### config.mk
export PLATFORM = sky130hd
export DESIGN_NAME = roll_access_top
export DESIGN_NICKNAME = d
export VERILOG_FILES = /design/src/roll_grid_pkg.sv /design/src/roll_row_sum.sv /design/src/row_line_store.sv /design/src/row_window.sv /design/src/accessible_roll_counter.sv /design/src/roll_access_top.sv
export SDC_FILE = /design/constraint.sdc
export NUM_CORES = 1
export LEC_CHECK = 0
export BUFFER_PORTS_ARGS = -buffer_cell sky130_fd_sc_hd__buf_2
export CORE_ASPECT_RATIO = 1.75
export CORE_MARGIN = 4
export CORE_UTILIZATION = 55
export DETAILED_ROUTE_END_ITERATION = 16
export GPL_TIMING_DRIVEN = 0
export HOLD_SLACK_MARGIN = 0.1
export PLACE_DENSITY = 0.71
export SETUP_SLACK_MARGIN = 0.05
export SYNTH_ARGS = -nofsm -noshare
export SYNTH_HDL_FRONTEND = slang
export SYNTH_SLANG_ARGS = --single-unit
export TNS_END_PERCENT = 20
### constraint.sdc
create_clock -name clk -period 6.8 [get_ports clk]
set_input_delay 1.02 -clock clk [delete_from_list [all_inputs] [get_ports clk]]
set_output_delay 1.02 -clock clk [all_outputs]
set_load 0.05 [all_outputs]
### src/roll_grid_pkg.sv
package roll_grid_pkg;

    ////////////////////////////////////////
    // Grid limits and widths.
    ////////////////////////////////////////

    localparam int MAX_COLS = 64;
    localparam int MAX_ROWS = 64;

    localparam int COUNT_WIDTH = 2;   // Left + self + right, 0 to 3.
    localparam int RESULT_WIDTH = 13;

    // A roll is accessible with at most this many neighbouring rolls.
    localparam int MAX_ADJACENT_FOR_ACCESS = 3;

    ////////////////////////////////////////
    // Shared types.
    ////////////////////////////////////////

    typedef logic [$clog2(MAX_COLS)-1:0] col_index_t;
    typedef logic [$clog2(MAX_ROWS)-1:0] row_index_t;
    typedef logic [COUNT_WIDTH-1:0] roll_count_t;
    typedef logic [RESULT_WIDTH-1:0] access_count_t;

endpackage

### src/roll_row_sum.sv
module roll_row_sum (
    input  logic                      clk,
    input  logic                      rst,
    input  logic                      cell_valid,
    input  logic                      cell_roll,
    input  logic                      cell_row_last,
    input  logic                      cell_grid_last,
    output logic                      sum_valid,
    output logic                      sum_row_last,
    output logic                      sum_grid_last,
    output logic                      sum_mask,
    output roll_grid_pkg::roll_count_t sum_count
);

    import roll_grid_pkg::*;

    logic have_cur;      // A cell is held, waiting for its right neighbour.
    logic cur_roll;
    logic cur_row_last;
    logic cur_grid_last;
    logic left_roll;
    logic right_roll;

    // The held cell goes out with the next strobe, or on its own after a row end.
    assign sum_valid = have_cur && (cell_valid || cur_row_last);

    assign right_roll = cur_row_last ? 1'b0 : cell_roll; // Nothing right of the row end.

    assign sum_mask      = cur_roll;
    assign sum_row_last  = cur_row_last;
    assign sum_grid_last = cur_grid_last;
    assign sum_count     = roll_count_t'(left_roll) + roll_count_t'(cur_roll)
                         + roll_count_t'(right_roll);

    always_ff @(posedge clk) begin
        if (rst) begin
            have_cur  <= 1'b0;
            left_roll <= 1'b0;
        end else begin
            if (sum_valid) begin
                // History restarts at each row end.
                left_roll <= cur_row_last ? 1'b0 : cur_roll;
            end
            if (cell_valid) begin
                have_cur <= 1'b1;
            end else if (sum_valid) begin
                have_cur <= 1'b0; // Flushed the row's last cell.
            end
        end
    end

    // Payload of the held cell.
    always_ff @(posedge clk) begin
        if (cell_valid) begin
            cur_roll      <= cell_roll;
            cur_row_last  <= cell_row_last;
            cur_grid_last <= cell_grid_last;
        end
    end

endmodule

### src/row_line_store.sv
module row_line_store #(
    parameter type entry_t = logic
) (
    input  logic                                       clk,
    input  logic                                       rst,
    input  logic                                       wr_en,
    input  logic                                       shift,
    input  roll_grid_pkg::col_index_t                  wr_col,
    input  entry_t                                     wr_data,
    output entry_t [roll_grid_pkg::MAX_COLS-1:0]       upper_row,
    output entry_t [roll_grid_pkg::MAX_COLS-1:0]       center_row
);

    import roll_grid_pkg::*;

    entry_t [MAX_COLS-1:0] lower_row;
    entry_t [MAX_COLS-1:0] lower_next;

    // Lower row including this cycle's write, so a shift keeps the last entry.
    always_comb begin
        lower_next = lower_row;
        if (wr_en) begin
            lower_next[wr_col] = wr_data;
        end
    end

    always_ff @(posedge clk) begin
        if (rst) begin
            lower_row  <= '0;
            center_row <= '0;
            upper_row  <= '0;
        end else begin
            lower_row <= lower_next;
            if (shift) begin
                upper_row  <= center_row;
                center_row <= lower_next;
            end
        end
    end

endmodule

### src/row_window.sv
module row_window (
    input  logic                                                 clk,
    input  logic                                                 rst,
    input  logic                                                 sum_valid,
    input  logic                                                 sum_row_last,
    input  logic                                                 sum_grid_last,
    input  logic                                                 sum_mask,
    input  roll_grid_pkg::roll_count_t                           sum_count,
    output logic                                                 win_valid,
    output logic                                                 win_row_last,
    output logic                                                 win_grid_last,
    output logic                                                 lower_mask,
    output roll_grid_pkg::col_index_t                            win_col,
    output roll_grid_pkg::row_index_t                            win_row,
    output roll_grid_pkg::roll_count_t                           lower_count,
    output roll_grid_pkg::roll_count_t [roll_grid_pkg::MAX_COLS-1:0] upper_counts,
    output roll_grid_pkg::roll_count_t [roll_grid_pkg::MAX_COLS-1:0] center_counts,
    output logic [roll_grid_pkg::MAX_COLS-1:0]                   center_masks
);

    import roll_grid_pkg::*;

    col_index_t col_idx;
    row_index_t row_idx;
    logic       row_shift;

    assign row_shift = sum_valid && sum_row_last;

    ////////////////////////////////////////
    // Position tracking.
    ////////////////////////////////////////

    always_ff @(posedge clk) begin
        if (rst) begin
            col_idx <= '0;
            row_idx <= '0;
        end else if (sum_valid) begin
            col_idx <= sum_row_last ? '0 : col_idx + col_index_t'(1);
            if (sum_row_last) begin
                row_idx <= sum_grid_last ? '0 : row_idx + row_index_t'(1);
            end
        end
    end

    ////////////////////////////////////////
    // Row stores.
    ////////////////////////////////////////

    row_line_store #(.entry_t(roll_count_t)) count_store (
        .clk        (clk),
        .rst        (rst),
        .wr_en      (sum_valid),
        .shift      (row_shift),
        .wr_col     (col_idx),
        .wr_data    (sum_count),
        .upper_row  (upper_counts),
        .center_row (center_counts)
    );

    row_line_store #(.entry_t(logic)) mask_store (
        .clk        (clk),
        .rst        (rst),
        .wr_en      (sum_valid),
        .shift      (row_shift),
        .wr_col     (col_idx),
        .wr_data    (sum_mask),
        .upper_row  (),            // Only the centre masks are judged.
        .center_row (center_masks)
    );

    // Current entry, tagged with its position.
    assign win_valid     = sum_valid;
    assign win_row_last  = sum_row_last;
    assign win_grid_last = sum_grid_last;
    assign win_col       = col_idx;
    assign win_row       = row_idx;
    assign lower_count   = sum_count;
    assign lower_mask    = sum_mask;

endmodule

### src/accessible_roll_counter.sv
module accessible_roll_counter (
    input  logic                                                 clk,
    input  logic                                                 rst,
    input  logic                                                 win_valid,
    input  logic                                                 win_row_last,
    input  logic                                                 win_grid_last,
    input  logic                                                 lower_mask,
    input  roll_grid_pkg::col_index_t                            win_col,
    input  roll_grid_pkg::row_index_t                            win_row,
    input  roll_grid_pkg::roll_count_t                           lower_count,
    input  roll_grid_pkg::roll_count_t [roll_grid_pkg::MAX_COLS-1:0] upper_counts,
    input  roll_grid_pkg::roll_count_t [roll_grid_pkg::MAX_COLS-1:0] center_counts,
    input  logic [roll_grid_pkg::MAX_COLS-1:0]                   center_masks,
    output roll_grid_pkg::access_count_t                         access_count,
    output logic                                                 count_valid,
    output logic                                                 grid_done
);

    import roll_grid_pkg::*;

    localparam logic [3:0] WINDOW_LIMIT = 4'(MAX_ADJACENT_FOR_ACCESS + 1); // Self included.

    roll_count_t   upper_cnt;
    roll_count_t   center_cnt;
    logic          center_mask;
    logic [3:0]    window_sum;
    logic [3:0]    edge_sum;
    logic          judge;
    logic          center_ok;
    logic          lower_ok;
    logic          fresh_grid;  // Next judged column restarts the count.
    access_count_t row_pending; // Lower-row hits, in case this row is the last.
    access_count_t base_count;
    access_count_t final_add;

    ////////////////////////////////////////
    // Window at the current column.
    ////////////////////////////////////////

    always_comb begin
        upper_cnt   = (win_row == row_index_t'(1)) ? '0 : upper_counts[win_col]; // No row above.
        center_cnt  = center_counts[win_col];
        center_mask = center_masks[win_col];
    end

    assign window_sum = 4'(upper_cnt) + 4'(center_cnt) + 4'(lower_count);
    assign edge_sum   = 4'(center_cnt) + 4'(lower_count); // Lower cell as the final row.

    assign judge     = win_valid && (win_row != '0);
    assign center_ok = center_mask && (window_sum <= WINDOW_LIMIT);
    assign lower_ok  = lower_mask && (edge_sum <= WINDOW_LIMIT);

    // The grid end is only known at its last cell, so the final row is settled there.
    assign final_add  = (win_grid_last && win_row_last)
                      ? row_pending + access_count_t'(lower_ok) : '0;
    assign base_count = fresh_grid ? '0 : access_count;

    ////////////////////////////////////////
    // Accumulation.
    ////////////////////////////////////////

    always_ff @(posedge clk) begin
        if (rst) begin
            access_count <= '0;
            count_valid  <= 1'b0;
            grid_done    <= 1'b0;
            fresh_grid   <= 1'b1;
            row_pending  <= '0;
        end else begin
            count_valid <= judge;
            grid_done   <= win_valid && win_grid_last;

            if (win_valid && win_row_last) begin
                row_pending <= '0;
            end else if (judge) begin
                row_pending <= row_pending + access_count_t'(lower_ok);
            end

            if (judge) begin
                access_count <= base_count + access_count_t'(center_ok) + final_add;
                fresh_grid   <= 1'b0;
            end
            if (win_valid && win_grid_last) begin
                fresh_grid <= 1'b1; // Total holds until the next grid judges.
            end
        end
    end

endmodule

### src/roll_access_top.sv
module roll_access_top (
    input  logic                         clk,
    input  logic                         rst,
    input  logic                         cell_valid,
    input  logic                         cell_roll,
    input  logic                         cell_row_last,
    input  logic                         cell_grid_last,
    output roll_grid_pkg::access_count_t access_count,
    output logic                         count_valid,
    output logic                         grid_done
);

    import roll_grid_pkg::*;

    // Row stage to window stage.
    logic        sum_valid;
    logic        sum_row_last;
    logic        sum_grid_last;
    logic        sum_mask;
    roll_count_t sum_count;

    // Window stage to counter.
    logic                        win_valid;
    logic                        win_row_last;
    logic                        win_grid_last;
    logic                        lower_mask;
    col_index_t                  win_col;
    row_index_t                  win_row;
    roll_count_t                 lower_count;
    roll_count_t [MAX_COLS-1:0]  upper_counts;
    roll_count_t [MAX_COLS-1:0]  center_counts;
    logic [MAX_COLS-1:0]         center_masks;

    roll_row_sum row_sum (
        .clk            (clk),
        .rst            (rst),
        .cell_valid     (cell_valid),
        .cell_roll      (cell_roll),
        .cell_row_last  (cell_row_last),
        .cell_grid_last (cell_grid_last),
        .sum_valid      (sum_valid),
        .sum_row_last   (sum_row_last),
        .sum_grid_last  (sum_grid_last),
        .sum_mask       (sum_mask),
        .sum_count      (sum_count)
    );

    row_window window (
        .clk           (clk),
        .rst           (rst),
        .sum_valid     (sum_valid),
        .sum_row_last  (sum_row_last),
        .sum_grid_last (sum_grid_last),
        .sum_mask      (sum_mask),
        .sum_count     (sum_count),
        .win_valid     (win_valid),
        .win_row_last  (win_row_last),
        .win_grid_last (win_grid_last),
        .lower_mask    (lower_mask),
        .win_col       (win_col),
        .win_row       (win_row),
        .lower_count   (lower_count),
        .upper_counts  (upper_counts),
        .center_counts (center_counts),
        .center_masks  (center_masks)
    );

    accessible_roll_counter counter (
        .clk           (clk),
        .rst           (rst),
        .win_valid     (win_valid),
        .win_row_last  (win_row_last),
        .win_grid_last (win_grid_last),
        .lower_mask    (lower_mask),
        .win_col       (win_col),
        .win_row       (win_row),
        .lower_count   (lower_count),
        .upper_counts  (upper_counts),
        .center_counts (center_counts),
        .center_masks  (center_masks),
        .access_count  (access_count),
        .count_valid   (count_valid),
        .grid_done     (grid_done)
    );

endmodule

==> impl_metrics.json, run 1 <==
{
  "fin_ws_ps": 336,
  "nets": 2634,
  "area_growth_pct": 10.7,
  "switching_power_uw": 1700,
  "grt_max_degree": 18,
  "synth.cell_area_mm2": 0.0234,
  "vias": 19300,
  "timing.final.crit_share": 0.951,
  "ioPinCount": 21,
  "cts_made_buffers": 48,
  "postCtsSetupBuffers": 0,
  "hold_viol_final": 0,
  "clock_skew_ps": 13.4,
  "wirelength_um": 77300,
  "hold_class": "reg2reg",
  "cts_buffer_depth": 3,
  "top_usage_layer": "met2",
  "worst_pin_slew_ps": 1230,
  "power.density_mw_per_mm2": 262,
  "synth_top_cell_by_area": "dfxtp_1",
  "cts_tree": "built",
  "coreArea_mm2": 0.0419,
  "synthArstFlopShare": 0,
  "synth_seq_cells": 558,
  "num_antenna_cells": 0,
  "endpoint_kind": "flip-flop",
  "layout-drive-gt1-share": 0.100,
  "clk_pin_slew_ps": 70,
  "swShare": 0.251,
  "rsz0062_at_grt": "no",
  "syn_avg_cell_area_um2": 9.22,
  "multi_input_area_mm2": 0.0112,
  "cap_violations": 0,
  "use_met3": 0.0439,
  "core.rowCount": 99,
  "clkLatencyLatePin_ps": 580,
  "die-area_mm2": 0.0460,
  "max_freq_mhz": 155,
  "path_max_fanout": 10,
  "grt_pass1_vias": 19300,
  "grt_util_met1": 0.370,
  "max-vdd-ir-drop_mv": 0.221,
  "netlist.area_leader.share": 0.475,
  "dr.pass1.iters": 11,
  "cp.arrival_ps": 6990,
  "overflow": 0,
  "slew_violations": 0,
  "yosysUniqueCellTypes": 71,
  "ys_top_cells_by_count": "dfxtp_1, nor2_1, nand2_1",
  "synth_edf_count": 3,
  "leakage_uw": 0.00858,
  "required_ps": 7330,
  "place.port_buffers": 19,
  "antenna_found_initial": 0,
  "syn_nets": 2567,
  "h-tree-depth": 2,
  "cts_root_buffer": "clkbuf_16",
  "initial_utilization": 0.558,
  "clockPowerShare": 0.416,
  "die-width_um": 164,
  "yosysWarnings": 0,
  "drc_errors": 0,
  "clock-sinks": 558,
  "grtUsageMet2": 0.570,
  "die_y_um": 281,
  "seq_area_mm2": 0.0112,
  "power_uw": 6770,
  "gr-usage-all-layers": 0.331,
  "yosysMostFrequentCell": "dfxtp_1",
  "setup.worst_path.start_class": "flip-flop",
  "setup_viol": 0,
  "place.gp.congestion": 0.960,
  "combPwrFrac": 0.078,
  "seq_power_share": 0.506,
  "slew_headroom": 0.178,
  "final_util": 0.618,
  "synthCells": 2534,
  "internal-power_uw": 5070,
  "crit_type": "reg2reg",
  "grt_pass1_wl_um": 115000,
  "preCtsSetupSlack_ps": -178,
  "post_drt_via_cell_ratio": 6.05,
  "synth_ff_type": "dfxtp_1",
  "fillers": 3682,
  "wl_per_cell_um": 24.2,
  "min_period_ps": 6460,
  "drtIter0Drc": 1963,
  "synthTopCellsByArea": "dfxtp_1, mux2i_1, nor2_1, a211oi_1, nand2_1",
  "antenna_left": 0,
  "dp_hpwl_um": 56900,
  "status": "completed",
  "ys_seq_area_frac": 0.479
}
-- critical path, cell delays in order (launching register included) --
cell	delay [ps]
dfxtp_1	420
buf_6	220
buf_4	280
clkbuf_4	390
mux2i_1	410
o22ai_1	220
a211oi_1	200
o211ai_1	210
ha_1	280
fa_1	430
o21ai_0	160
and2_1	210
ha_1	200
ha_2	230
and4_1	280
nand2_1	90
xor2_1	180
nor2_2	280
ha_1	340
a211oi_2	260
nor2b_2	210
a211oi_2	120
or3_1	420
a211oi_1	230
nand2b_1	120
-- cell usage in the layout, fill, tap and decap left out, drive strengths merged, types with 4 or more instances in the layout --
master | Yosys | layout
dfxtp | 555 | 555
nor2 | 518 | 518
nand2 | 309 | 309
mux2i | 230 | 230
clkbuf | 142 | 217
a211oi | 200 | 200
a21oi | 169 | 169
buf | 66 | 82
mux4 | 42 | 42
a22oi | 21 | 21
ha | 21 | 21
nor2b | 20 | 20
mux2 | 18 | 18
xnor2 | 18 | 18
xor2 | 18 | 18
o21ai | 16 | 16
a221oi | 15 | 15
inv | 13 | 14
a22o | 12 | 12
o22ai | 12 | 12
nand3 | 11 | 11
a21o | 9 | 9
clkinv | 0 | 8
and2 | 8 | 8
or3 | 7 | 7
nor3 | 6 | 6
nand3b | 6 | 6
nand2b | 6 | 6
and3 | 6 | 6
fa | 6 | 6
nand4 | 5 | 5
a221o | 4 | 4
a31oi | 4 | 4
o21a | 4 | 4
clkinvlp | 0 | 4
-- layer usage --
metal	part of all wire	vias up
met5	0	-
met4	0.087	0
met3	0.064	282
met2	0.49	790
met1	0.36	9319
li1	-	8930
-- area by class of cell --
class,instances,area share
tap,555,0.0268
sequential,558,0.433
clock buffer,74,0.0577
timing repair buffer,19,0.00368
clock inverter,14,0.00421
inverter,13,0.00189
multi-input combinational,1755,0.435
buffer,206,0.0378
-- sequential cells by signal, summed over array words and instances, names as in the netlist, 6 cells and up --
register,flops
window.win_row,6
window.count_store.center_row,128
counter.access_count,13
window.mask_store.center_row,64
window.count_store.upper_row,128
window.win_col,6
window.mask_store.lower_row,64
counter.row_pending,13
window.count_store.lower_row,128
-- cells by family (layout without fill, tap and decap cells) --
kind of cell               after synthesis  count (layout)  synth area share
and+or+nand+nor                        911             911             0.160
DFF                                    558             558             0.479
AOI/OAI and AO/OA                      491             491             0.140
muxes                                  290             290             0.148
buffers and inverters                  221             326            0.0418
xor gates and xnor gates                36              36            0.0135
adders and majority gates               27              27            0.0164
-- power groups by stage --
stage                     Sequential, uW  Clock, uW  Combinational (uW)
final                               3430       2810                 528
after global routing                3430       2940                 568
after CTS                           3430       2820                 516
after detailed placement            3500          0                 513
after global placement              3500          0                 499
after floorplan                     3470          0                 341
-- stage by stage --
stage | TNS (ps) | cells | instance area (um2) | hold WS, ps
detailed placement | -213 | 3108 | 24200 | 447
global route | 0 | 3194 | 25900 | 471
CTS | 0 | 3195 | 25800 | 456
floorplan | 0 | 2534 | 23400 | 432
finish | 0 | 3194 | 25900 | 455
global placement | -130 | 3108 | 24200 | 439
-- repair_timing --
item,CTS,global route
setup endpoints to repair,3,6
hold buffers,0,0
gates resized for setup,7,28
pin swaps,0,1
cloned,0,0
-- final timing paths --
path              slack [ps]  depth (start not counted)                        startpoint                          endpoint
setup reg to reg         340                         24                 window.win_col[0]          counter.access_count[12]
hold / removal           460                          2  window.count_store.upper_row[54]  window.count_store.upper_row[54]
hold reg to reg          460                          2  window.count_store.upper_row[54]  window.count_store.upper_row[54]
setup / recovery         340                         24                 window.win_col[0]          counter.access_count[12]
(Power assumes the default switching activity.)
==> inputs of run 2 (changes only) <==
--- a/config.mk
+++ b/config.mk
@@ -5,6 +5,7 @@
 export SDC_FILE = /design/constraint.sdc
 export NUM_CORES = 1
 export LEC_CHECK = 0
+export ABC_AREA = 1
 export BUFFER_PORTS_ARGS = -buffer_cell sky130_fd_sc_hd__buf_2
 export CORE_ASPECT_RATIO = 1.75
 export CORE_MARGIN = 4
==> impl_metrics.json, run 2 <==
{
  "status": "completed",
  "place.gp.congestion": 1.07,
  "worst_pin_slew_ps": 1390,
  "synth_seq_cells": 558,
  "clock_skew_ps": 25.9,
  "coreArea_mm2": 0.0442,
  "grt_pass1_vias": 23100,
  "synthTopCellsByArea": "dfxtp_1, nand2_1, inv_1, o21ai_0, nor2_1",
  "synth_top_cell_by_area": "dfxtp_1",
  "ys_top_cells_by_count": "nand2_1, dfxtp_1, inv_1",
  "post_drt_via_cell_ratio": 5.90,
  "rsz0062_at_grt": "yes",
  "hold_buffers": 0,
  "drtIter0Drc": 2789,
  "overflow": 0,
  "drc_errors": 0,
  "yosysMostFrequentCell": "nand2_1",
  "gr-usage-all-layers": 0.411,
  "postCtsSetupBuffers": 0,
  "vias": 24300,
  "layout-drive-gt1-share": 0.0765,
  "endpoint_kind": "flip-flop",
  "core.rowCount": 102,
  "yosysUniqueCellTypes": 40,
  "hold_viol_final": 0,
  "initial_utilization": 0.554,
  "hold_class": "reg2reg",
  "fillers": 4225,
  "cts_buffer_depth": 3,
  "clk_pin_slew_ps": 70,
  "netlist.area_leader.share": 0.454,
  "max_freq_mhz": 153,
  "ys_seq_area_frac": 0.458,
  "ioPinCount": 21,
  "dr.pass1.iters": 5,
  "synth_edf_count": 3,
  "grt_pass1_wl_um": 146000,
  "nets": 3540,
  "setup_viol": 0,
  "timing.final.crit_share": 0.963,
  "slew_violations": 0,
  "cts_tree": "built",
  "setup.worst_path.start_class": "flip-flop",
  "dp_hpwl_um": 75900,
  "leakage_uw": 0.0128,
  "cts_root_buffer": "clkbuf_16",
  "synthCells": 3436,
  "slowest_stage": "buf_1",
  "synthArstFlopShare": 0,
  "area_growth_pct": 10.0,
  "wl_per_cell_um": 24.9,
  "mostFrequentLayoutCells": "nand2_1, dfxtp_1, inv_1",
  "cts_resized": 6,
  "synth.cell_area_mm2": 0.0245,
  "slew_headroom": 0.0709,
  "max-vdd-ir-drop_mv": 0.218,
  "cts_made_buffers": 50,
  "required_ps": 7280,
  "wirelength_um": 102000,
  "setup_tns_ps": 0,
  "preCtsSetupSlack_ps": -247,
  "grt_max_degree": 16,
  "max_stage_delay_ps": 960,
  "cp.arrival_ps": 7020,
  "place.port_buffers": 19,
  "layout_commonest_cell": "nand2_1",
  "clock-sinks": 558,
  "antenna_left": 0,
  "die_y_um": 287,
  "syn_nets": 3469,
  "top_regs": "window.count_store.center_row x128, window.count_store.lower_row x128, window.count_store.upper_row x128",
  "syn_avg_cell_area_um2": 7.12,
  "crit_top_cell": "nand2_1",
  "path_max_fanout": 10,
  "die-width_um": 167,
  "fin_ws_ps": 255,
  "die-area_mm2": 0.0481,
  "crit_type": "reg2reg",
  "cap_violations": 0,
  "h-tree-depth": 2,
  "yosysWarnings": 0,
  "power_uw": 7010,
  "antenna_found_initial": 1,
  "clkLatencyLatePin_ps": 600,
  "synth_ff_type": "dfxtp_1",
  "min_period_ps": 6550,
  "power.density_mw_per_mm2": 260
}
==> run 2: metrics by stage <==
stage                     utilization  cell area [um2]  hold WS [ps]  std cells
after floorplan                     -            24500           424       3436
after global placement          0.573            25300           441       4027
after detailed placement        0.573            25300           451       4027
after CTS                       0.609            26900           460       4116
after global routing            0.610            26900           485       4116
final                           0.610            26900           464       4117
==> run 2: logic make-up after synthesis <==
family,after synthesis,synth area share
xor gates and xnor gates,16,0.00572
buffers and inverters,687,0.107
AOI/OAI and AO/OA,675,0.165
adders and majority gates,27,0.0156
DFF,558,0.458
and+or+nand+nor,1473,0.249
==> run 2: report_power, final <==
| group | total, uW | switching (uW) | internal (uW) | leakage, uW |
|---|---|---|---|---|
| combinational | 675 | 515 | 159 | 0.00750 |
| sequential | 3450 | 65.3 | 3390 | 0.00453 |
| clock | 2880 | 1310 | 1570 | 0.000789 |
| total | 7010 | 1890 | 5120 | 0.0128 |
==> run 2: path summary, 6_finish.rpt <==
check                                   from                              end  slack, ps  cells past startpoint
max                        window.win_col[1]         counter.access_count[10]        250                     29
min reg2reg  window.mask_store.center_row[3]  window.mask_store.center_row[3]        460                      2
max reg2reg                window.win_col[1]         counter.access_count[10]        250                     29
min          window.mask_store.center_row[3]  window.mask_store.center_row[3]        460                      2
==> run 2: worst max-delay path: cells and delay by family (launching register included) <==
kind / cells / cell delay (ps)
AO/OA/AOI/OAI: 6 / 1510
adder cells (fa/ha/maj): 5 / 1880
buffers and inverters: 6 / 1500
flip-flops: 1 / 390
AND/OR/NAND/NOR: 12 / 1140
==> run 2: final cells by class <==
| type | count | area (um2) | share of cell area |
|---|---|---|---|
| clock inverters | 17 | 169 | 0.00627 |
| multi-input cells | 2191 | 10700 | 0.396 |
| diodes | 1 | 2.50 | 0.0000929 |
| plain buffers | 190 | 791 | 0.0294 |
| clock buffers | 72 | 1430 | 0.0529 |
| inverters | 497 | 1870 | 0.0693 |
| repair buffers | 19 | 95.1 | 0.00353 |
| well taps | 572 | 716 | 0.0266 |
| flip-flops and latches | 558 | 11200 | 0.416 |
==> run 2: per-layer routing <==
layer,GRT usage,part of all wire,up-vias
li1,-,-,11000
met1,0.444,0.34,11300
met2,0.676,0.46,1450
met3,0.0805,0.091,521
met4,0.371,0.11,0
met5,0,0,-
